`src/rtl/sprite_defs.svh`:
```
// sprite engine sizing; SPR_IDX_W must equal clog2(SPR_NUM), pixel memory wraps at 2**SPR_MEM_AW words
`ifndef SPRITE_DEFS_SVH
`define SPRITE_DEFS_SVH

// ####################################################################
// sprite count and indexing
// ####################################################################
`define SPR_NUM      4   // sprites in the engine
`define SPR_IDX_W    2   // width of a sprite number

// ####################################################################
// raster and address widths
// ####################################################################
`define SPR_COORD_W  10  // screen coordinate
`define SPR_NADDR_W  18  // nibble address into pixel memory
`define SPR_BASE_W   16  // base word address register

// ####################################################################
// memory and register map
// ####################################################################
`define SPR_MEM_AW   10  // pixel memory word address, depth 1024
`define SPR_REG_AW   4   // register slot select inside one sprite

`endif

```
`src/rtl/sprite_pkg.sv`:
```
// shared sprite types; widths come from sprite_defs.svh, register words are 16 bits wide
`default_nettype none
`include "sprite_defs.svh"

package sprite_pkg;

	typedef logic [`SPR_COORD_W-1:0] coord_t;  // screen x or y
	typedef logic [`SPR_NADDR_W-1:0] naddr_t;  // nibble address

	typedef struct packed {
		logic [3:0] pal_hi;  // palette region
		logic [3:0] color;   // chunky pixel, 0 = transparent
	} pal_index_t;

	// register slots inside one sprite, 7..15 unused
	typedef enum logic [`SPR_REG_AW-1:0] {
		REG_X      = 4'd0,
		REG_Y      = 4'd1,
		REG_BASE   = 4'd2,
		REG_FLAGS  = 4'd3,
		REG_PAL_HI = 4'd4,
		REG_X_END  = 4'd5,
		REG_Y_END  = 4'd6
	} reg_sel_e;

	typedef struct packed {
		logic [2:0] rsvd_hi;     // bits 6:4
		logic       stride_256;  // bit 3, row pitch 256 else 128
		logic [1:0] rsvd_lo;     // bits 2:1
		logic       enable;      // bit 0
	} sprite_flags_t;

	// one host data word, viewed per slot
	typedef union packed {
		logic [15:0] raw;  // BASE, low nibble for PAL_HI
		struct packed {
			logic [5:0] pad;
			coord_t     coord;
		} coord_v;         // X, Y, X_END, Y_END
		struct packed {
			logic [8:0]    pad;
			sprite_flags_t flags;
		} flags_v;         // FLAGS
	} reg_word_u;

endpackage

`default_nettype wire

```
`src/rtl/sprite_cfg_if.sv`:
```
// one sprite's configuration, static between host writes; regs side drives, locate side reads
`timescale 1ns/1ps
`default_nettype none
`include "sprite_defs.svh"

interface sprite_cfg_if;

	sprite_pkg::coord_t          x;       // left edge, inclusive
	sprite_pkg::coord_t          y;       // top edge, inclusive
	sprite_pkg::coord_t          x_end;   // right edge, exclusive
	sprite_pkg::coord_t          y_end;   // bottom edge, exclusive
	logic [`SPR_BASE_W-1:0]      base;    // word address of pixel 0
	sprite_pkg::sprite_flags_t   flags;
	logic [3:0]                  pal_hi;  // palette high nibble

	modport regs (
		output x, y, x_end, y_end, base, flags, pal_hi
	);

	modport locate (
		input x, y, x_end, y_end, base, flags, pal_hi
	);

endinterface

`default_nettype wire

```
`src/rtl/sprite_regs.sv`:
```
// write-only sprite registers; wr must already be qualified for this sprite, slots 7..15 are ignored
`timescale 1ns/1ps
`default_nettype none
`include "sprite_defs.svh"

module sprite_regs
(
	input  wire logic                 CLK,
	input  wire logic                 RSTb,
	input  wire logic                 wr,       // strobe for this sprite only
	input  wire sprite_pkg::reg_sel_e reg_sel,  // slot from host address
	input  wire sprite_pkg::reg_word_u data,    // host data word
	sprite_cfg_if.regs                cfg
);

	sprite_pkg::coord_t         x_r;
	sprite_pkg::coord_t         y_r;
	sprite_pkg::coord_t         x_end_r;
	sprite_pkg::coord_t         y_end_r;
	logic [`SPR_BASE_W-1:0]     base_r;
	sprite_pkg::sprite_flags_t  flags_r;
	logic [3:0]                 pal_hi_r;

	// ####################################################################
	// register file, one slot per write
	// ####################################################################
	always_ff @(posedge CLK)
	begin
		if (!RSTb)
		begin
			x_r      <= '0;  // zero flags keeps sprite disabled
			y_r      <= '0;
			x_end_r  <= '0;
			y_end_r  <= '0;
			base_r   <= '0;
			flags_r  <= '0;
			pal_hi_r <= '0;
		end
		else if (wr)
		begin
			case (reg_sel)
				sprite_pkg::REG_X:      x_r      <= data.coord_v.coord;
				sprite_pkg::REG_Y:      y_r      <= data.coord_v.coord;
				sprite_pkg::REG_BASE:   base_r   <= data.raw;           // full word
				sprite_pkg::REG_FLAGS:  flags_r  <= data.flags_v.flags;
				sprite_pkg::REG_PAL_HI: pal_hi_r <= data.raw[3:0];      // low nibble only
				sprite_pkg::REG_X_END:  x_end_r  <= data.coord_v.coord;
				sprite_pkg::REG_Y_END:  y_end_r  <= data.coord_v.coord;
				default: ;                                              // unused slot
			endcase
		end
	end

	// ####################################################################
	// out to the locator
	// ####################################################################
	assign cfg.x      = x_r;
	assign cfg.y      = y_r;
	assign cfg.x_end  = x_end_r;
	assign cfg.y_end  = y_end_r;
	assign cfg.base   = base_r;
	assign cfg.flags  = flags_r;
	assign cfg.pal_hi = pal_hi_r;

endmodule

`default_nettype wire

```
`src/flat_wrapper.sv`:
```
// flat-port wrapper written by rule: the top's interface ports become plain ports
module sprite_regs_flat 
  (CLK, RSTb, wr, reg_sel, data, cfg_x, cfg_y, cfg_x_end, cfg_y_end, cfg_base, cfg_flags, cfg_pal_hi);
  sprite_cfg_if cfg_i ();
  input  wire logic CLK;
  input  wire logic RSTb;
  input  wire logic wr;
  input  wire sprite_pkg::reg_sel_e reg_sel;
  input  wire sprite_pkg::reg_word_u data;
  output wire logic [$bits(cfg_i.x)-1:0] cfg_x;
  output wire logic [$bits(cfg_i.y)-1:0] cfg_y;
  output wire logic [$bits(cfg_i.x_end)-1:0] cfg_x_end;
  output wire logic [$bits(cfg_i.y_end)-1:0] cfg_y_end;
  output wire logic [$bits(cfg_i.base)-1:0] cfg_base;
  output wire logic [$bits(cfg_i.flags)-1:0] cfg_flags;
  output wire logic [$bits(cfg_i.pal_hi)-1:0] cfg_pal_hi;
  assign cfg_x = cfg_i.x;
  assign cfg_y = cfg_i.y;
  assign cfg_x_end = cfg_i.x_end;
  assign cfg_y_end = cfg_i.y_end;
  assign cfg_base = cfg_i.base;
  assign cfg_flags = cfg_i.flags;
  assign cfg_pal_hi = cfg_i.pal_hi;
  sprite_regs u_core (.CLK(CLK), .RSTb(RSTb), .wr(wr), .reg_sel(reg_sel), .data(data), .cfg(cfg_i));
endmodule
```
`config.mk`:
```
export PLATFORM = sky130hd
export DESIGN_NAME = sprite_regs_flat
export DESIGN_NICKNAME = d
export VERILOG_FILES = /design/src/rtl/sprite_pkg.sv /design/src/rtl/sprite_cfg_if.sv /design/src/rtl/sprite_regs.sv /design/src/flat_wrapper.sv
export VERILOG_INCLUDE_DIRS = /design/src /design/src/rtl
export SDC_FILE = /design/constraint.sdc
export NUM_CORES = 1
export LEC_CHECK = 0
export BUFFER_PORTS_ARGS = -buffer_cell sky130_fd_sc_hd__buf_2
export CAP_MARGIN = 25
export CELL_PAD_IN_SITES_DETAIL_PLACEMENT = 0
export CELL_PAD_IN_SITES_GLOBAL_PLACEMENT = 2
export CORE_MARGIN = 2
export CORE_UTILIZATION = 25
export CTS_CLUSTER_SIZE = 30
export DETAILED_ROUTE_END_ITERATION = 10
export GPL_ROUTABILITY_DRIVEN = 0
export PLACE_DENSITY_LB_ADDON = 0.1
export SETUP_SLACK_MARGIN = 0.3
export SLEW_MARGIN = 20
export SYNTH_ARGS = -nofsm -noshare
export SYNTH_HDL_FRONTEND = slang
export SYNTH_SLANG_ARGS = --single-unit
```
`constraint.sdc`:
```
create_clock -name CLK -period 2.4 [get_ports CLK]
set_input_delay 0.72 -clock CLK [delete_from_list [all_inputs] [get_ports CLK]]
set_output_delay 0.72 -clock CLK [all_outputs]
set_load 0.005 [all_outputs]
```
==> flow_summary.json <==
{
  "status": "complete, no violations",
  "rr_endpoint": "u_core.cfg.flags[4]",
  "rows": 36,
  "hold_start": "u_core.cfg.x_end[9]",
  "grt_usage": 0.1287,
  "cp.arrival_ps": 840,
  "fin_nets": 359,
  "whs_ps": 451.4,
  "io_pins": 90,
  "port-buffer-count": 89,
  "hold_viol": 0,
  "synth_cells": 243,
  "grt_use_met2": 0.1930,
  "final_util": 0.3394,
  "fin_crit_sh": 0.6515,
  "ant_nets": 0,
  "busiest_layer": "met2",
  "fin_worst_skew_ps": 0,
  "clock_tree.root_cell": "clkbuf_8",
  "avgSynthCellArea_sq_um": 10.23,
  "hold_path_end": "u_core.cfg.x_end[9]",
  "r2r_cells": 2,
  "synth_cell_types": 16,
  "clock_latency_ps": 330,
  "fmax_mhz": 639.6,
  "end_kind": "primary output",
  "irDropWorstVdd_mv": 0.2149,
  "crit_family": "flip-flops",
  "initial_core_util": 0.2555,
  "via_count": 1950,
  "use_met1": 0.1713,
  "chipWidth_um": 103.7,
  "antenna_found_initial": 0,
  "reg2reg_slack_ps": 1780,
  "relSlewSlack": 0.7231,
  "fin_setup_tns_ps": 0,
  "grt_max_degree": 36,
  "die_h_um": 103.7,
  "path_class": "reg2out",
  "syn2layout_area_growth_pct": 32.81,
  "synth_seq_area_share": 0.5395,
  "initialDrtViolationCount": 45,
  "critPathBufInv": 1,
  "powerDensity_mw_per_mm2": 653.5,
  "tightest_slew_ps": 413.8,
  "startpoint": "u_core.cfg.flags[4]",
  "syn-cell-area_sq_mm": 0.002486,
  "hold_buffers": 0,
  "rsz0062_at_grt": "false",
  "min_period_ps": 1564,
  "power.leakage_nw": 1.703,
  "cpPeakStageDelay_ps": 380,
  "start_kind": "flip-flop",
  "r2r_start": "u_core.cfg.flags[4]",
  "drt_pass1_iterations": 4,
  "drv_slew": 0,
  "clk_path_buf_depth": 2,
  "clkTransAtPathRegs_ps": 70,
  "synth_nets": 266,
  "final_cell_mix": "89 x buf_2, 83 x nand2_1, 67 x mux2i_1, 67 x dfxtp_1, 9 x clkbuf_8",
  "grt_use_met3": 0.03524,
  "core_sq_mm": 0.009729,
  "min_delay_path_depth": 2,
  "cap_violations": 0,
  "drc": 0,
  "slowest_stage": "dfxtp_1",
  "wl_per_cell_um": 14.18,
  "cts_tree": "yes",
  "finalSetupViolations": 0,
  "diodes": 0,
  "path_cells": "buf_2",
  "critPathMaxFanout": 2,
  "grt.overflow.total": 0,
  "cts_max_level": 3,
  "synth_warnings": 0,
  "ctsResizeCount": 0,
  "dpl.hpwl_um": 4708,
  "cts_made_buffers": 9,
  "final_common_cell": "buf_2",
  "clock-sinks": 67,
  "dieArea_sq_mm": 0.01076,
  "grt_pass1_vias": 1935,
  "min_path_type": "reg2reg",
  "grt_first_pass_wirelength_um": 10580,
  "final_layout_size_suffix_gt1_frac": 0.3402,
  "drt-total-wl_um": 6722,
  "vias_per_cell": 4.114,
  "ys_ff_latch": 67,
  "cp.required_ps": 1680,
  "cts_setup_buffers": 0
}
metal layers:
metal | part of all wire | wire, um
met1 | 0.49 | 3321
met5 | 0 | 0
met2 | 0.44 | 2935
met3 | 0.052 | 350
met4 | 0.017 | 115
cells by family (layout without fill, tap and decap cells):
group	after synthesis	in the layout	synth area share
buf+inv	16	114	0.03371
flops	67	67	0.5395
mux	67	67	0.2698
simple gates	93	93	0.1570
flip-flops by register name, summed over array words and instances, names as in the netlist:
name,count
u_core.cfg.base,16
u_core.cfg.x,10
u_core.cfg.x_end,10
u_core.cfg.y,10
u_core.cfg.y_end,10
u_core.cfg.flags,7
u_core.cfg.pal_hi,4
cell usage after synthesis:
master	number	area, sq um
dfxtp_1	67	1341
buf_1	3	11.26
and3_1	1	6.260
nor2_1	1	3.750
clkbuf_2	1	5.000
nand3b_1	3	22.52
nand2_2	1	6.260
buf_4	3	22.52
buf_6	1	11.26
nor3b_4	1	18.77
clkbuf_1	5	18.77
or3_1	1	6.260
buf_2	3	15.01
nor3b_1	2	15.01
mux2i_1	67	670.6
nand2_1	83	311.6
worst max path at each step:
stage,to,slack (ps),cells after the start
CTS,cfg_flags[4],810,1
floorplan,u_core.cfg.base[5],820,5
global placement,u_core.cfg.x_end[6],520,5
detailed placement,u_core.cfg.flags[6],500,4
finish,cfg_flags[4],840,1
global route,u_core.cfg.x_end[2],790,5
power breakdown:
group | switching [mW] | internal [mW] | total (mW)
clock | 0.418 | 0.477 | 0.896
sequential | 0.00710 | 1.13 | 1.13
combinational | 0.0765 | 0.0528 | 0.129
total | 0.502 | 1.66 | 2.16
cell type report:
class                      instances  area, sq um
clock inverter                     5        53.80
timing repair buffer              98        538.0
multi-input combinational        160         1071
sequential                        67         1341
tap                              133        166.4
fill                            1056         6427
clock buffer                      11        131.4
per-stage QoR:
stage	setup WS [ps]	cells	power, mW	area [sq um]
finish	836.4	474	2.158	3302
global route	792.2	474	2.255	3302
CTS	812.7	474	2.200	3302
detailed placement	502.9	458	1.292	3117
global placement	519.9	458	1.291	3117
floorplan	818.3	243	1.223	2486
Note: power is estimated with default switching activity, not from simulation.
