[config.mk]
export PLATFORM = sky130hd
export DESIGN_NAME = sprite_locate_flat
export DESIGN_NICKNAME = d
export VERILOG_FILES = /design/src/rtl/sprite_pkg.sv /design/src/rtl/sprite_cfg_if.sv /design/src/rtl/sprite_locate.sv /design/src/flat_wrapper.sv
export VERILOG_INCLUDE_DIRS = /design/src /design/src/rtl
export SDC_FILE = /design/constraint.sdc
export NUM_CORES = 1
export LEC_CHECK = 0
export BUFFER_PORTS_ARGS = -buffer_cell sky130_fd_sc_hd__buf_2
export CORE_MARGIN = 1
export CORE_UTILIZATION = 50
export DETAILED_ROUTE_END_ITERATION = 10
export PLACE_DENSITY = 0.85
export SYNTH_ARGS = -nofsm -noshare
export SYNTH_HDL_FRONTEND = slang
export SYNTH_SLANG_ARGS = --single-unit
[constraint.sdc]
create_clock -name CLK -period 8.15 [get_ports CLK]
set_input_delay 0.815 -clock CLK [delete_from_list [all_inputs] [get_ports CLK]]
set_output_delay 0.815 -clock CLK [all_outputs]
set_load 0.02 [all_outputs]
[src/rtl/sprite_defs.svh]
// sprite engine sizing; SPR_IDX_W must equal clog2(SPR_NUM), pixel memory wraps at 2**SPR_MEM_AW words
`ifndef SPRITE_DEFS_SVH
`define SPRITE_DEFS_SVH

// ####################################################################
// sprite count and indexing
// ####################################################################
`define SPR_NUM      4   // sprites in the engine
`define SPR_IDX_W    2   // width of a sprite number

// ####################################################################
// raster and address widths
// ####################################################################
`define SPR_COORD_W  10  // screen coordinate
`define SPR_NADDR_W  18  // nibble address into pixel memory
`define SPR_BASE_W   16  // base word address register

// ####################################################################
// memory and register map
// ####################################################################
`define SPR_MEM_AW   10  // pixel memory word address, depth 1024
`define SPR_REG_AW   4   // register slot select inside one sprite

`endif

[src/rtl/sprite_pkg.sv]
// shared sprite types; widths come from sprite_defs.svh, register words are 16 bits wide
`default_nettype none
`include "sprite_defs.svh"

package sprite_pkg;

	typedef logic [`SPR_COORD_W-1:0] coord_t;  // screen x or y
	typedef logic [`SPR_NADDR_W-1:0] naddr_t;  // nibble address

	typedef struct packed {
		logic [3:0] pal_hi;  // palette region
		logic [3:0] color;   // chunky pixel, 0 = transparent
	} pal_index_t;

	// register slots inside one sprite, 7..15 unused
	typedef enum logic [`SPR_REG_AW-1:0] {
		REG_X      = 4'd0,
		REG_Y      = 4'd1,
		REG_BASE   = 4'd2,
		REG_FLAGS  = 4'd3,
		REG_PAL_HI = 4'd4,
		REG_X_END  = 4'd5,
		REG_Y_END  = 4'd6
	} reg_sel_e;

	typedef struct packed {
		logic [2:0] rsvd_hi;     // bits 6:4
		logic       stride_256;  // bit 3, row pitch 256 else 128
		logic [1:0] rsvd_lo;     // bits 2:1
		logic       enable;      // bit 0
	} sprite_flags_t;

	// one host data word, viewed per slot
	typedef union packed {
		logic [15:0] raw;  // BASE, low nibble for PAL_HI
		struct packed {
			logic [5:0] pad;
			coord_t     coord;
		} coord_v;         // X, Y, X_END, Y_END
		struct packed {
			logic [8:0]    pad;
			sprite_flags_t flags;
		} flags_v;         // FLAGS
	} reg_word_u;

endpackage

`default_nettype wire

[src/rtl/sprite_cfg_if.sv]
// one sprite's configuration, static between host writes; regs side drives, locate side reads
`timescale 1ns/1ps
`default_nettype none
`include "sprite_defs.svh"

interface sprite_cfg_if;

	sprite_pkg::coord_t          x;       // left edge, inclusive
	sprite_pkg::coord_t          y;       // top edge, inclusive
	sprite_pkg::coord_t          x_end;   // right edge, exclusive
	sprite_pkg::coord_t          y_end;   // bottom edge, exclusive
	logic [`SPR_BASE_W-1:0]      base;    // word address of pixel 0
	sprite_pkg::sprite_flags_t   flags;
	logic [3:0]                  pal_hi;  // palette high nibble

	modport regs (
		output x, y, x_end, y_end, base, flags, pal_hi
	);

	modport locate (
		input x, y, x_end, y_end, base, flags, pal_hi
	);

endinterface

`default_nettype wire

[src/rtl/sprite_locate.sv]
// hit test and nibble address, one cycle; offsets truncate to 6 bits so a sprite is at most 64x64
`timescale 1ns/1ps
`default_nettype none
`include "sprite_defs.svh"

module sprite_locate
(
	input  wire logic                 CLK,
	input  wire logic                 RSTb,
	sprite_cfg_if.locate              cfg,
	input  wire sprite_pkg::coord_t   display_x,
	input  wire sprite_pkg::coord_t   display_y,
	output logic                      active,  // raster inside this sprite
	output sprite_pkg::naddr_t        naddr,   // nibble to fetch
	output logic [3:0]                pal_hi   // tag, same pixel as naddr
);

	logic                in_x;
	logic                in_y;
	logic                hit;
	logic [5:0]          u;         // column inside sprite
	logic [5:0]          v;         // row inside sprite
	sprite_pkg::naddr_t  row_off;
	sprite_pkg::naddr_t  naddr_next;

	// ####################################################################
	// hit test, half-open rectangle
	// ####################################################################
	assign in_x = (display_x >= cfg.x) && (display_x < cfg.x_end);
	assign in_y = (display_y >= cfg.y) && (display_y < cfg.y_end);
	assign hit  = cfg.flags.enable && in_x && in_y;

	// ####################################################################
	// address generation
	// ####################################################################
	assign u = 6'(display_x - cfg.x);  // low bits only
	assign v = 6'(display_y - cfg.y);

	always_comb
	begin
		if (cfg.flags.stride_256)
			row_off = sprite_pkg::naddr_t'({v, 8'b0});  // 256 pixels per row
		else
			row_off = sprite_pkg::naddr_t'({v, 7'b0});  // 128 pixels per row
		// word base to nibbles, wraps at 2**18
		naddr_next = sprite_pkg::naddr_t'({cfg.base, 2'b00}) + row_off
			+ sprite_pkg::naddr_t'(u);
	end

	// ####################################################################
	// pipeline stage 1
	// ####################################################################
	always_ff @(posedge CLK)
	begin
		if (!RSTb)
			active <= 1'b0;
		else
			active <= hit;
	end

	always_ff @(posedge CLK)
	begin
		naddr  <= naddr_next;  // every cycle, hit or not
		pal_hi <= cfg.pal_hi;  // travels with its address
	end

endmodule

`default_nettype wire

[src/flat_wrapper.sv]
// flat-port wrapper written by rule: the top's interface ports become plain ports
module sprite_locate_flat 
  (CLK, RSTb, display_x, display_y, active, naddr, pal_hi, cfg_x, cfg_y, cfg_x_end, cfg_y_end, cfg_base, cfg_flags, cfg_pal_hi);
  sprite_cfg_if cfg_i ();
  input  wire logic CLK;
  input  wire logic RSTb;
  input  wire sprite_pkg::coord_t display_x;
  input  wire sprite_pkg::coord_t display_y;
  output logic active;
  output sprite_pkg::naddr_t naddr;
  output logic [3:0] pal_hi;
  input wire logic [$bits(cfg_i.x)-1:0] cfg_x;
  input wire logic [$bits(cfg_i.y)-1:0] cfg_y;
  input wire logic [$bits(cfg_i.x_end)-1:0] cfg_x_end;
  input wire logic [$bits(cfg_i.y_end)-1:0] cfg_y_end;
  input wire logic [$bits(cfg_i.base)-1:0] cfg_base;
  input wire logic [$bits(cfg_i.flags)-1:0] cfg_flags;
  input wire logic [$bits(cfg_i.pal_hi)-1:0] cfg_pal_hi;
  assign cfg_i.x = cfg_x;
  assign cfg_i.y = cfg_y;
  assign cfg_i.x_end = cfg_x_end;
  assign cfg_i.y_end = cfg_y_end;
  assign cfg_i.base = cfg_base;
  assign cfg_i.flags = cfg_flags;
  assign cfg_i.pal_hi = cfg_pal_hi;
  sprite_locate u_core (.CLK(CLK), .RSTb(RSTb), .cfg(cfg_i), .display_x(display_x), .display_y(display_y), .active(active), .naddr(naddr), .pal_hi(pal_hi));
endmodule
==> flow_metrics.tcl <==
set metrics [dict create \
    synth_top_family_by_area "adder cells" \
    tightest_slew_ns 0.6119 \
    rows 25 \
    p_seq_share_pct 30.4 \
    die-area_um2 5189 \
    wl_per_cell_um 11.57 \
    vdd_ir_drop_max_mv 0.09920 \
    first_global_vias 2322 \
    fp.dieW_um 72.04 \
    synth_simple_gate_area_share_pct 17.30 \
    start_util_pct 51.92 \
    fmax_mhz 280.0 \
    drc_errors 0 \
    cts.sinks 23 \
    arrival_ns 3.73 \
    cts_hold_buf 0 \
    syn-num-nets 444 \
    ctsLongestPathBuffers 2 \
    routed_wirelength_um 5532 \
    ys_warn_count 0 \
    n_antenna_cell 0 \
    hold_path.class "in2reg" \
    asyncSetResetFlopFracSynth_pct 0 \
    grt_setup_unrepaired "no" \
    grt_max_degree 16 \
    tritoncts "done" \
    drv_slew 0 \
    startpoint_type "input pin" \
    max-cap-violations 0 \
    clk_pin_slew_ns 0.08 \
    synth_cells 302 \
    io_buffers 106 \
    vias 2561 \
    crit_slowest_cell "a2111oi_0" \
    clkPwrFrac_pct 13.8 \
    die_height_um 72.04 \
    synth_adder_area_share_pct 27.96 \
    fin_setup_tns_ns 0 \
    endpoint_kind "flip-flop" \
    final.min_clock_period_ns 3.572 \
    avgSynthCellArea_um2 8.120 \
    synth_edf_count 0 \
    final_cell_mix "106 x buf_2, 55 x inv_1, 50 x ha_1" \
    slew_headroom_pct 58.77 \
    hold_violations 0 \
    crit_required_ns 8.31 \
    outcome "complete, no violations" \
    grt_pass1_wl_um 9294 \
    overflow 0 \
    p_sw_share_pct 40.62 \
    synth_compound_area_share_pct 21.07 \
    coreArea_um2 4723 \
    setup_viol 0 \
    syn-cell-area_um2 2452 \
    numCtsBuffers 3 \
    synth-seq-cells 23 \
    muxShareOfSynthArea_pct 1.327 \
    cts_resized 0 \
    path_cells "buf_2 > inv_1 > ha_1 > inv_1 > fa_1 > a21o_1 > a21oi_1 > xnor2_1 > mux2_2 > ha_1 > a21oi_1 > o21ai_0 > a2111oi_0 > and4b_1" \
    post_cts_buffers 0 \
    antenna_found_initial 0 \
    drive_gt1_share_pct 29.68 \
    drtPass1Iterations 4 \
    root_buffer "clkbuf_8" \
    gp_congestion 0.9321 \
    ant_nets 0 \
    seq_area_frac_synth_pct 18.78 \
    ys_types 50 \
    share_comb_of_total_power_pct 55.7 \
    final_common_cell "buf_2" \
    drt_iter0_markers 131 \
    hold_ws_ns 0.6494 \
    p_int_w 0.0002918 \
    switching_power_w 0.0001995 \
    synth-xor-area-share_pct 5.000 \
    grt_usage_pct 21.93 \
    worstPathMaxFanout 5 \
    critical_path_class "in2reg" \
    nets 554 \
    cellPowerDensity_nw_per_um2 158.0 \
    htree_levels 1 \
    pin_count 112 \
    area_growth_pct 26.79 \
    fin_crit_sh_pct 43.82 \
    fillers 398 \
    synth_ff_type "dfxtp_1" \
    via_per_inst 5.358 \
    dp_hpwl_um 4719 \
    slowest_delay_ns 0.45 \
    p_leak_nw 1.720 \
]
-- power by group through the flow --
| stage | sequential (W) | combinational, W | clock [W] |
|---|---|---|---|
| 6_report | 0.000149 | 0.000274 | 0.0000680 |
| 5_1_grt | 0.000153 | 0.000303 | 0.0000752 |
| 4_1_cts | 0.000150 | 0.000272 | 0.0000705 |
| 3_5_place_dp | 0.000153 | 0.000269 | 0 |
| 3_3_place_gp | 0.000151 | 0.000261 | 0 |
| 2_1_floorplan | 0.000194 | 0.000146 | 0 |
-- flip-flops by register name (all words and copies together), names as in the netlist --
signal / count
u_core.naddr: 18
u_core.pal_hi: 4
u_core.active: 1
-- worst max-delay path: cells and delay by family --
family | cells | cell delay [ns]
AO/OA/AOI/OAI | 5 | 1.16
XOR/XNOR | 1 | 0.10
adder cells (fa/ha/maj) | 3 | 0.92
buffers and inverters | 3 | 0.20
multiplexers | 1 | 0.29
AND/OR/NAND/NOR | 1 | 0.24
-- through the flow --
stage | power (W) | cells | utilization, % | cell area [µm²] | setup WS [ns]
6_report | 0.0004913 | 478 | 65.83 | 3109 | 4.578
5_1_grt | 0.0005305 | 478 | 65.83 | 3109 | 4.247
4_1_cts | 0.0004928 | 478 | 65.83 | 3109 | 4.645
3_5_place_dp | 0.0004221 | 474 | 64.85 | 3063 | 4.367
3_3_place_gp | 0.0004125 | 474 | 64.85 | 3063 | 4.406
2_1_floorplan | 0.0003401 | 302 | - | 2452 | 4.683
-- Yosys cell counts (4+ instances only) --
library cell | instances | share of area (%)
a21oi_1 | 23 | 4.7
a21o_1 | 9 | 2.8
nand4_1 | 12 | 3.1
nand3_1 | 10 | 2.0
nand2_1 | 13 | 2.0
nor2_1 | 12 | 1.8
dfxtp_1 | 23 | 19
inv_1 | 55 | 8.4
ha_1 | 50 | 26
nor2b_1 | 7 | 1.8
o21ai_0 | 10 | 2.0
xnor2_1 | 9 | 3.2
xor2_1 | 5 | 1.8
and3_1 | 4 | 1.0
-- logic make-up after synthesis --
logic type / Yosys count
buffers and inverters: 56
AO/OA/AOI/OAI: 76
multiplexers: 3
XOR/XNOR: 14
flip-flops: 23
adder cells (fa/ha/maj): 53
AND/OR/NAND/NOR: 77
-- area by class of cell --
class | count | area [µm²] | area share [%]
inverter | 55 | 206.4 | 6.640
sequential | 23 | 460.4 | 14.81
clock inverter | 1 | 5.005 | 0.1610
timing repair buffer | 106 | 530.5 | 17.06
multi-input combinational | 223 | 1782 | 57.30
clock buffer | 3 | 41.29 | 1.328
tap | 67 | 83.83 | 2.696
-- path summary, 6_finish.rpt --
path	start	to	depth (start not counted)
max	display_y[0]	u_core.naddr[14]	14
min	cfg_pal_hi[3]	u_core.pal_hi[3]	1
-- routing by layer --
metal  vias to the layer above  global-route usage [%]  part of all wire, %
met5                         -                       0                    0
li1                       1301                       -                    -
met2                       103                   40.57                   48
met3                        18                   1.667                  4.6
met1                      1139                   25.79                   45
met4                         0                   9.804                  2.9
Power figures use the tool's default switching activity.
