===== config.mk =====
export PLATFORM = sky130hd
export DESIGN_NAME = sprite_mixer
export DESIGN_NICKNAME = d
export VERILOG_FILES = /design/src/rtl/sprite_pkg.sv /design/src/rtl/sprite_mixer.sv
export VERILOG_INCLUDE_DIRS = /design/src /design/src/rtl
export SDC_FILE = /design/constraint.sdc
export NUM_CORES = 1
export LEC_CHECK = 0
export ABC_AREA = 1
export BUFFER_PORTS_ARGS = -buffer_cell sky130_fd_sc_hd__buf_4
export CAP_MARGIN = 40
export CORE_MARGIN = 4
export CORE_UTILIZATION = 29
export DETAILED_ROUTE_END_ITERATION = 8
export GPL_ROUTABILITY_DRIVEN = 0
export SKIP_LAST_GASP = 1
export SLEW_MARGIN = 20
export SYNTH_ARGS = -nofsm -noshare
export SYNTH_HDL_FRONTEND = slang
export SYNTH_SLANG_ARGS = --single-unit

===== constraint.sdc =====
create_clock -name CLK -period 1.25 [get_ports CLK]
set_clock_uncertainty 0.2 [all_clocks]
set_input_delay 0.25 -clock CLK [delete_from_list [all_inputs] [get_ports CLK]]
set_output_delay 0.25 -clock CLK [all_outputs]
set_load 0.005 [all_outputs]

===== src/rtl/sprite_defs.svh =====
// sprite engine sizing; SPR_IDX_W must equal clog2(SPR_NUM), pixel memory wraps at 2**SPR_MEM_AW words
`ifndef SPRITE_DEFS_SVH
`define SPRITE_DEFS_SVH

// ####################################################################
// sprite count and indexing
// ####################################################################
`define SPR_NUM      4   // sprites in the engine
`define SPR_IDX_W    2   // width of a sprite number

// ####################################################################
// raster and address widths
// ####################################################################
`define SPR_COORD_W  10  // screen coordinate
`define SPR_NADDR_W  18  // nibble address into pixel memory
`define SPR_BASE_W   16  // base word address register

// ####################################################################
// memory and register map
// ####################################################################
`define SPR_MEM_AW   10  // pixel memory word address, depth 1024
`define SPR_REG_AW   4   // register slot select inside one sprite

`endif


===== src/rtl/sprite_pkg.sv =====
// shared sprite types; widths come from sprite_defs.svh, register words are 16 bits wide
`default_nettype none
`include "sprite_defs.svh"

package sprite_pkg;

	typedef logic [`SPR_COORD_W-1:0] coord_t;  // screen x or y
	typedef logic [`SPR_NADDR_W-1:0] naddr_t;  // nibble address

	typedef struct packed {
		logic [3:0] pal_hi;  // palette region
		logic [3:0] color;   // chunky pixel, 0 = transparent
	} pal_index_t;

	// register slots inside one sprite, 7..15 unused
	typedef enum logic [`SPR_REG_AW-1:0] {
		REG_X      = 4'd0,
		REG_Y      = 4'd1,
		REG_BASE   = 4'd2,
		REG_FLAGS  = 4'd3,
		REG_PAL_HI = 4'd4,
		REG_X_END  = 4'd5,
		REG_Y_END  = 4'd6
	} reg_sel_e;

	typedef struct packed {
		logic [2:0] rsvd_hi;     // bits 6:4
		logic       stride_256;  // bit 3, row pitch 256 else 128
		logic [1:0] rsvd_lo;     // bits 2:1
		logic       enable;      // bit 0
	} sprite_flags_t;

	// one host data word, viewed per slot
	typedef union packed {
		logic [15:0] raw;  // BASE, low nibble for PAL_HI
		struct packed {
			logic [5:0] pad;
			coord_t     coord;
		} coord_v;         // X, Y, X_END, Y_END
		struct packed {
			logic [8:0]    pad;
			sprite_flags_t flags;
		} flags_v;         // FLAGS
	} reg_word_u;

endpackage

`default_nettype wire


===== src/rtl/sprite_mixer.sv =====
// priority mixer; colour 0 is transparent and the lowest sprite number wins, output registered
`timescale 1ns/1ps
`default_nettype none
`include "sprite_defs.svh"

module sprite_mixer
(
	input  wire logic                        CLK,
	input  wire logic                        RSTb,
	input  wire logic [`SPR_NUM-1:0]         hit_q,
	input  wire logic [`SPR_NUM-1:0][3:0]    nibble,
	input  wire logic [`SPR_NUM-1:0][3:0]    pal_hi_q,
	output logic                             pix_hit,
	output sprite_pkg::pal_index_t           pix_index,
	output logic [`SPR_IDX_W-1:0]            pix_sprite
);

	logic [`SPR_NUM-1:0]      opaque;   // hit and visible colour
	logic                     any_hit;
	logic [`SPR_IDX_W-1:0]    win_idx;
	sprite_pkg::pal_index_t   win_pix;

	// ####################################################################
	// transparency and priority
	// ####################################################################
	always_comb
	begin
		for (int i = 0; i < `SPR_NUM; i++)
			opaque[i] = hit_q[i] && (nibble[i] != 4'd0);
	end

	always_comb
	begin
		any_hit = |opaque;
		win_idx = '0;   // nothing opaque gives zeros
		win_pix = '0;
		// walk from the top so the lowest opaque sprite is kept
		for (int i = `SPR_NUM-1; i >= 0; i--)
		begin
			if (opaque[i])
			begin
				win_idx        = `SPR_IDX_W'(i);
				win_pix.pal_hi = pal_hi_q[i];
				win_pix.color  = nibble[i];
			end
		end
	end

	// ####################################################################
	// output stage 3
	// ####################################################################
	always_ff @(posedge CLK)
	begin
		if (!RSTb)
		begin
			pix_hit    <= 1'b0;
			pix_index  <= '0;
			pix_sprite <= '0;
		end
		else
		begin
			pix_hit    <= any_hit;
			pix_index  <= win_pix;
			pix_sprite <= win_idx;
		end
	end

endmodule

`default_nettype wire


==> summary.txt, run 1 <==
Outcome
  – Outcome: completed

Logic synthesis
  – Synth top area share: 0.323
  – YS warnings: 0
  – Synth unique cells: 18
  – Leading area contributor after synthesis: dfxtp_1
  – #FFs+latches synth: 11
  – Ranking of synthesized cells by area: dfxtp_1 (32%), nand2_1 (21%), nor2_1 (12%)
  – Synthesized net count: roughly 150
  – Register area share after synthesis: 0.323
  – Mapped Cells: around 110
  – Mean cell area of the mapped netlist: between 6 and 7 sq um
  – Mapped Area: 682 sq um

Setup path
  – Setup crit start kind: register
  – Crit-path max cell delay: 310 ps
  – Max FO, Critical Path: 1
  – Worst Path Arrival: 710 ps
  – Crit path launch: pix_hit
  – Crit-path leading delay family: flip-flops
  – WP buf/inv: 1
  – Slowest stage cell, crit path: dfxtp_1
  – Crit path capture: pix_hit
  – Setup crit end kind: output port
  – Type of the worst setup path: reg2out
  – CP required: 800 ps
  – Critical Path, Cell by Cell: buf_4
  – CP Depth: 1

Clock network
  – CTS H-tree lvls: 1
  – Post-CTS sizing: 0
  – CTS buffer count: 3
  – Clk slew on worst S/H paths: roughly 70 ps
  – Deepest clock path buffer count: 2
  – Root Driver: clkbuf_4
  – Clk sinks: 11
  – CTS tree: built

Placed design
  – Dpl ws: -154 ps
  – IO buf count: 48
  – Placed cells: slightly below 200
  – Cell Area, Placed: between 0.001 and 0.0015 sq mm
  – Placed wire-length estimate: approximately 1.7 mm

Global route
  – Total gr overflow: 0
  – Largest net degree at the start of global routing: 15
  – Total global-route track usage: 0.134
  – Initial antenna violation count: 0
  – Vias in the first global route: slightly below 800
  – First-pass GRT wire length: around 3.3 mm

Pwr
  – Power Internal: ~0.00068 W
  – Clock share of power: 0.261
  – Sequential fraction of design power: 0.417
  – Peak VDD IR: about 0.00042 V
  – Sw frac: 0.271
  – Power Density: 781 mW/mm^2
  – Total chip power: just over 0.0009 W
  – Lkg Pwr: 0.663 nW
  – Switching pwr: 0.000251 W
  – Combinational share of power: 0.323

Detailed routing
  – Vias: approximately 870
  – DRC violations left: 0
  – Post-Route WL: 2.03 mm
  – Drt via density: between 4 and 5
  – Post-route ant nets: 0
  – Initial drt markers: 10
  – Drt first pass iters: 4
  – WL/cell: approximately 10 um

Job
  – Max_cap viols: 0

Finish
  – Design area: ~0.0012 sq mm
  – Fill cells: about 240
  – Synth-to-Final Area Change: 73.9%
  – Final core occ: 0.531
  – Diode count: 0
  – Most common cell after layout, fill and taps aside: buf_4
  – Final cell count without fillers: 203
  – Layout cells sized above 1: 0.377
  – Most frequent cells in the layout: buf_4 (55), nand2_1 (38), nor2_1 (21)
  – Nets@finish: around 210

Floorplan
  – I/O Pins: 49
  – Rows: 17
  – Die X: about 56 um
  – Die Height: about 56 um
  – Core ar.: between 0.002 and 0.0025 sq mm
  – Starting density of the core: 0.305
  – Die Footprint: 0.00319 sq mm

Hold path
  – Worst hold path type: in2reg

Timing
  – Relative slew slack: 0.770
  – Crit path time final: approximately 1200 ps
  – Setup WS post-layout: 91.8 ps
  – Final Hold Vio Count: 0
  – Fin. max-slew vios: 0
  – Final setup vio count: 0
  – Fin crit share: 0.927
  – Fmax: about 860 MHz
  – Slew @ Worst Pin: approximately 340 ps
  – Unrepaired setup endpoints after global routing: no
-- logic make-up (layout without fill, tap and decap cells) --
kind of cell,count (synthesis),count (layout),synth area share
AOI/OAI and AO/OA,10,10,0.0844
DFF,11,11,0.323
and+or+nand+nor,79,79,0.503
buffers and inverters,13,75,0.0899
-- through the flow --
stage               TNS, ps  hold slack (ps)
CTS                       0            0.823
finish                    0             14.9
floorplan                 0              160
global route              0             23.0
global placement       -832              249
detailed placement     -928              251
-- power by group through the flow --
stage / registers, W / logic (W) / clock network (W)
after global routing: 0.000390 / 0.000334 / 0.000273
after detailed placement: 0.000395 / 0.000289 / 0
final: 0.000386 / 0.000299 / 0.000242
after global placement: 0.000393 / 0.000285 / 0
after CTS: 0.000386 / 0.000302 / 0.000255
after floorplan: 0.000397 / 0.000114 / 0
-- layer usage --
layer / vias up / track usage / part of all wire / routed length (um)
met3: 2 / 0.0253 / 0.070 / 142
met1: 359 / 0.169 / 0.44 / 904
met4: 0 / 0.0915 / 0.0084 / 17
met2: 32 / 0.205 / 0.48 / 968
li1: 474 / - / - / -
met5: - / 0 / 0 / 0
-- cells in the mapped netlist --
master	n
nand2_2	3
o21ai_1	4
nand3_1	11
nand3b_1	1
a31oi_1	1
a21oi_1	3
a21oi_2	1
a21boi_0	1
nand3_2	1
nand2_4	1
inv_1	11
buf_2	1
nand2b_1	1
buf_8	1
nand2_1	38
nor2_2	2
nor2_1	21
dfxtp_1	11
-- state kept, by name (all words and copies together), names as in the netlist --
register    cells
pix_hit         1
pix_sprite      2
pix_index       8
-- how the worst min path moves through the flow --
stage	start	end	slack, ps	depth (start not counted)
6_report	RSTb	pix_hit	10	3
5_1_grt	RSTb	pix_hit	20	3
4_1_cts	RSTb	pix_hit	0.8	3
3_5_place_dp	pal_hi_q[2]	pix_index[6]	250	3
3_3_place_gp	pal_hi_q[3]	pix_index[7]	250	3
2_1_floorplan	nibble[2]	pix_index[2]	160	2
-- timing repair --
action	4_1_cts	5_1_grt
hold endpoints to repair	5	0
hold buffers	5	0
setup buffers	0	0
endpoints found under the setup margin	0	0
-- layout make-up --
type / instances / area, sq um / share of cell area
tap: 28 / 35.0 / 0.0295
clock buffer: 4 / 26.3 / 0.0222
multi-input combinational: 89 / 400 / 0.338
inverter: 11 / 41.3 / 0.0348
sequential: 11 / 220 / 0.186
timing repair buffer: 60 / 463 / 0.390
No activity file was read; power rests on OpenSTA's default activity.
==> run 2: changes to the inputs <==
Settings changed: ABC_AREA 1 to unset, MAX_ROUTING_LAYER set to met4.
==> run 2 against run 1 <==
The run now ends with setup timing left. Critical path depth increased by 3. Via count down 3.8%. Global-route usage up 4.6 points. Area after synthesis is 7.0% lower. Non-clock buffer count up 4. Total power increased by 6.8%. Maximum frequency shrank 16%. Sequential cell count is the same. Core utilization is 9.9 points higher. Die area is 6.0% lower. Critical endpoint is now pix_index[5]. Highest routed layer unchanged.
==> summary.txt, run 2 <==
Outcome
  – Outcome: finished with violations
  – Violated checks: setup timing

Floorplan
  – Die Height: about 55 um
  – Core ar.: ~0.0020 sq mm
  – Rows: 16
  – Die X: roughly 55 um
  – Starting density of the core: 0.314
  – Die Footprint: 0.00300 sq mm
  – I/O Pins: about 50

Logic synthesis
  – Ys async rst share: 0
  – Synthesized net count: around 110
  – Post-synth top flop: dfxtp_1
  – Mapped Cells: 69
  – Leading area contributor after synthesis: dfxtp_1
  – Commonest cells in the netlist: dfxtp_1 (11), nand2_1 (9), a211oi_1 (6)
  – Synth top area share: 0.347
  – Post-Synth XOR/XNOR Area: 0
  – #FFs+latches synth: 11
  – Post-synthesis simple-gate area fraction: 0.191
  – Mapped Area: between 600 and 700 sq um
  – YS warnings: 0
  – Mean cell area of the mapped netlist: between 9 and 10 sq um
  – Post-synth EDFFs: 0
  – Register area share after synthesis: 0.347
  – Ranking of synthesized cells by area: dfxtp_1 (35%), o41ai_4 (8.7%), a211oi_1 (7.1%)
  – Adder-cell share of the synthesized area: 0
  – Cell with the most instances after synthesis: dfxtp_1
  – Post-synthesis mux area share: 0
  – Post-synthesis compound-gate area fraction: 0.438
  – Combinational family with the most area after synthesis: compound AO/OA/AOI/OAI gates
  – Synth unique cells: 23

Detailed routing
  – Post-Route WL: 2.38 mm
  – DR WL met2: ~1.2 mm
  – Met3 WL: between 150 and 200 um
  – Top Metal Used: met4
  – Post-route ant nets: 0
  – Vias: 834
  – Drt first pass iters: 4
  – Initial drt markers: 15
  – Detailed-route wire length on metal 1: ~950 um
  – DRC violations left: 0
  – WL/cell: 14.7 um
  – Drt via density: slightly above 5

Global route
  – Total gr overflow: 0
  – Initial antenna violation count: 0
  – Vias in the first global route: roughly 820
  – First-pass GRT wire length: 3.68 mm
  – Total global-route track usage: 0.180
  – Largest net degree at the start of global routing: 12

Timing
  – Setup WS post-layout: -121 ps
  – Slew @ Worst Pin: about 410 ps
  – Final setup vio count: 10
  – Final Hold Vio Count: 0
  – Fmax: ~730 MHz
  – Relative slew slack: 0.724
  – Crit path time final: 1370 ps
  – Fin. max-slew vios: 0
  – Fin crit share: 1.10
  – Unrepaired setup endpoints after global routing: yes

Pwr
  – Sequential fraction of design power: 0.389
  – Power Density: around 800 mW/mm^2
  – Lkg Pwr: 0.574 nW
  – Sw frac: 0.280
  – Combinational share of power: 0.370
  – Clock share of power: 0.241
  – Peak VDD IR: 0.000429 V
  – Total chip power: about 0.00099 W
  – Power Internal: 0.000713 W
  – Switching pwr: 0.000277 W

Finish
  – Regs by FF count: pix_index x8, pix_sprite x2, pix_hit x1
  – Nets@finish: ~170
  – Layout cells sized above 1: 0.607
  – Design area: between 0.001 and 0.0015 sq mm
  – Max reg flops: 8
  – Most common cell after layout, fill and taps aside: buf_4
  – Synth-to-Final Area Change: 101%
  – Top reg by flops: pix_index
  – Most frequent cells in the layout: buf_4 (59), dfxtp_1 (11), nand2_1 (9)
  – Diode count: 0
  – Fill cells: 180

Setup path
  – Critical Path, Cell by Cell: buf_8, o41a_1, a211oi_2, o32ai_1
  – Setup crit end kind: register
  – Crit-path max cell delay: 550 ps
  – CP required: between 1000 and 1500 ps
  – Slowest stage cell, crit path: o41a_1
  – Crit-path leading delay family: compound AO/OA/AOI/OAI gates
  – WP buf/inv: 1
  – Type of the worst setup path: in2reg
  – Max FO, Critical Path: 5
  – Worst Path Arrival: 1320 ps
  – Setup crit start kind: input pin

Job
  – Max_cap viols: 0

Clock network
  – CTS tree: built
  – CTS buffer count: 3
  – Root Driver: clkbuf_4
  – Clk slew on worst S/H paths: around 70 ps
  – Deepest clock path buffer count: 2
  – Clk sinks: 11
  – CTS H-tree lvls: 1

Hold path
  – Worst hold path type: in2reg

Placed design
  – Cell Area, Placed: around 0.0012 sq mm
  – IO buf count: between 40 and 50
  – Dpl ws: -459 ps
  – Placed wire-length estimate: 1.86 mm
-- run 2: kinds of logic (layout without fill, tap and decap cells) --
| family | after synthesis | after routing |
|---|---|---|
| AO/OA/AOI/OAI | 31 | 31 |
| AND/OR/NAND/NOR | 24 | 24 |
| flip-flops | 11 | 11 |
| buffers and inverters | 3 | 69 |
-- run 2: final cells by class --
type / instances / area, sq um / share of cell area
inverter: 1 / 3.75 / 0.00295
timing repair buffer: 64 / 507 / 0.398
multi-input combinational: 55 / 483 / 0.379
clock buffer: 4 / 26.3 / 0.0206
tap: 27 / 33.8 / 0.0265
sequential: 11 / 220 / 0.173
-- run 2: tightest hold or removal path: stages --
cell	delay, ps
buf_4	70
nand2_1	40
o32ai_1	100
-- run 2: path summary, 6_finish.rpt --
path	from	end	slack (ps)	cells after the start
worst max-delay path	nibble[11]	pix_index[5]	-120	4
worst min-delay path	pal_hi_q[1]	pix_index[5]	40	3
-- run 2: through the flow --
| step | hold slack (ps) | setup TNS, ps | instances | util |
|---|---|---|---|---|
| 6_report | 40.1 | -701 | 162 | 0.630 |
| 5_1_grt | 45.2 | -1150 | 162 | 0.630 |
| 4_1_cts | 35.3 | -482 | 162 | 0.611 |
| 3_5_place_dp | 314 | -3870 | 156 | 0.571 |
| 3_3_place_gp | 314 | -3820 | 156 | 0.571 |
| 2_1_floorplan | 182 | -1200 | 69 | - |
-- run 2: repair_timing --
item / CTS / global route
resized for setup: 10 / 6
hold buffers: 0 / 0
buffers inserted: 2 / 0
pin swaps: 8 / 7
endpoints found under the hold margin: 0 / 0
setup endpoints to repair: 10 / 11
-- run 2: power groups by stage --
stage / registers (W) / clock network [W] / logic [W]
after global routing: 0.000387 / 0.000259 / 0.000397
after CTS: 0.000386 / 0.000245 / 0.000350
after detailed placement: 0.000394 / 0 / 0.000329
after global placement: 0.000394 / 0 / 0.000326
final: 0.000385 / 0.000239 / 0.000366
after floorplan: 0.000396 / 0 / 0.000108
-- run 2: routing by layer --
metal | vias to the layer above | track usage
met4 | 0 | 0.0871
met5 | - | -
met2 | 31 | 0.305
met3 | 4 | 0.0245
li1 | 419 | -
met1 | 380 | 0.206
==> run 3: changes to the inputs <==
Settings changed: CORE_MARGIN 4 to unset, SKIP_CTS_REPAIR_TIMING set to 1.
==> run 3 against run 2 <==
First-iteration DRC count fell by 20%. The flow still finishes with violations (setup timing). Worst setup slack got worse by 7.4 ps. Routed wire length fell by 17%. Total power fell by 1.7%. Count of clock-buffer cells in the layout did not move. Sequential cell count did not move. Via count fell by 3.0%. Combinational power fell by 2%. Critical path depth did not move. Sequential share of layout area barely moved.
==> summary.txt, run 3 (synthesis gave the netlist of run 2 again) <==
Outcome
  – Outcome: finished with violations
  – Violated checks: setup timing

Finish
  – Max reg flops: 8
  – Layout cells sized above 1: 0.606
  – Final core occ: 0.637
  – Design area: between 0.001 and 0.0015 sq mm
  – Top reg by flops: pix_index
  – Nets@finish: roughly 180
  – Most common cell after layout, fill and taps aside: buf_4
  – Synth-to-Final Area Change: 101%
  – Most frequent cells in the layout: buf_4 (59), dfxtp_1 (11), nand2_1 (9)
  – Diode count: 0
  – Regs by FF count: pix_index x8, pix_sprite x2, pix_hit x1

Job
  – Max_cap viols: 0

Floorplan
  – Core ar.: between 0.002 and 0.0025 sq mm
  – Die Height: between 40 and 50 um
  – I/O Pins: between 40 and 50
  – Rows: 16
  – Die X: approximately 49 um
  – Die Footprint: between 0.002 and 0.0025 sq mm
  – Starting density of the core: 0.317

Hold path
  – Worst hold path type: in2reg
  – Hold Path Stages: 3
  – Hold_sp: pal_hi_q[0]
  – Worst Hold Path EP: pix_index[4]

Clock network
  – CTS H-tree lvls: 1
  – CTS tree: built
  – CTS buffer count: 3
  – Clk sinks: 11
  – Deepest clock path buffer count: 2
  – Clk slew on worst S/H paths: around 60 ps
  – Root Driver: clkbuf_4

Timing
  – Setup WS post-layout: -129 ps
  – Fin. max-slew vios: 0
  – Slew @ Worst Pin: slightly below 400 ps
  – Final Hold Vio Count: 0
  – Unrepaired setup endpoints after global routing: yes
  – Final setup vio count: 9
  – Fmax: slightly above 700 MHz
  – Fin crit share: 1.10
  – Setup TNS: -586 ps
  – Crit path time final: ~1400 ps
  – Relative slew slack: 0.735

Placed design
  – IO buf count: between 40 and 50
  – Cell Area, Placed: 0.00118 sq mm
  – Placed wire-length estimate: between 1.5 and 2 mm

Detailed routing
  – Drt first pass iters: 4
  – Post-Route WL: around 2.0 mm
  – Initial drt markers: 12
  – Drt via density: a little under 5
  – Vias: slightly above 800
  – WL/cell: approximately 12 um
  – DRC violations left: 0
  – Post-route ant nets: 0

Setup path
  – Crit-path max cell delay: 550 ps
  – Max FO, Critical Path: 7
  – WP buf/inv: 1
  – Type of the worst setup path: in2reg
  – Critical Path, Cell by Cell: buf_8, o41a_1, a211oi_2, o32ai_2
  – Setup crit end kind: register
  – Crit-path leading delay family: compound AO/OA/AOI/OAI gates
  – CP required: between 1000 and 1500 ps
  – Worst Path Arrival: approximately 1300 ps
  – Setup crit start kind: input pin
  – Slowest stage cell, crit path: o41a_1

Global route
  – Total gr overflow: 0
  – Met1 GRT Util: 0.239
  – First-pass GRT wire length: 3.36 mm
  – Vias in the first global route: around 810
  – Total global-route track usage: 0.184
  – Largest net degree at the start of global routing: 12
  – Initial antenna violation count: 0
  – Busiest grt layer: met2
  – M3 GR Usage: 0.0467
  – GR Layer Usage met2: 0.292

Pwr
  – Peak VDD IR: approximately 0.00036 V
  – Power Density: 763 mW/mm^2
  – Lkg Pwr: between 0.5 and 0.6 nW
## run 3: changes by cell type in the layout (fill, tap and decap cells not counted)
| cell | previous run | this run |
|---|---|---|
| and3_1 | 3 | 4 |
| and3_4 | 1 | 0 |
| buf_6 | 3 | 5 |
| nor2_2 | 0 | 1 |
| nor2_4 | 1 | 0 |
| o32ai_1 | 4 | 3 |
| o32ai_2 | 0 | 1 |
| o41ai_1 | 0 | 1 |
| o41ai_4 | 4 | 3 |
## run 3: power breakdown
group	switching [W]	internal, W	total, W	leakage (nW)
logic	0.000146	0.000214	0.000360	0.477
clock network	0.000106	0.000123	0.000229	0.0150
registers	0.00000669	0.000378	0.000384	0.0914
total	0.000258	0.000715	0.000973	0.584
## run 3: how the worst max path moves through the flow
| stage | startpoint | endpoint | slack (ps) | cells after the start |
|---|---|---|---|---|
| floorplan | nibble[4] | pix_index[0] | -150 | 3 |
| global placement | nibble[5] | pix_index[3] | -460 | 4 |
| detailed placement | nibble[5] | pix_index[3] | -460 | 4 |
| CTS | nibble[5] | pix_index[3] | -190 | 4 |
| global route | nibble[4] | pix_index[5] | -190 | 4 |
| finish | nibble[7] | pix_index[5] | -130 | 4 |
## run 3: final cells by class
class                      instances  area [sq um]
fill                             184           727
multi-input combinational         55           462
tap                               27          33.8
sequential                        11           220
inverter                           1          3.75
clock buffer                       4          26.3
timing repair buffer              66           529
## run 3: stage by stage
stage	hold slack, ps	instances	power, W	setup WS, ps
final	51.9	164	0.000973	-129
after global routing	69.1	164	0.00102	-189
after floorplan	182	69	0.000504	-150
after detailed placement	315	159	0.000728	-458
after global placement	317	159	0.000726	-456
after CTS	53.6	163	0.000950	-186
## run 3: metal layers
layer,wire [um],up-vias,part of all wire
met5,0,-,0
met3,103,0,0.052
met4,0,0,0
li1,-,421,-
met1,983,362,0.49
met2,899,26,0.45
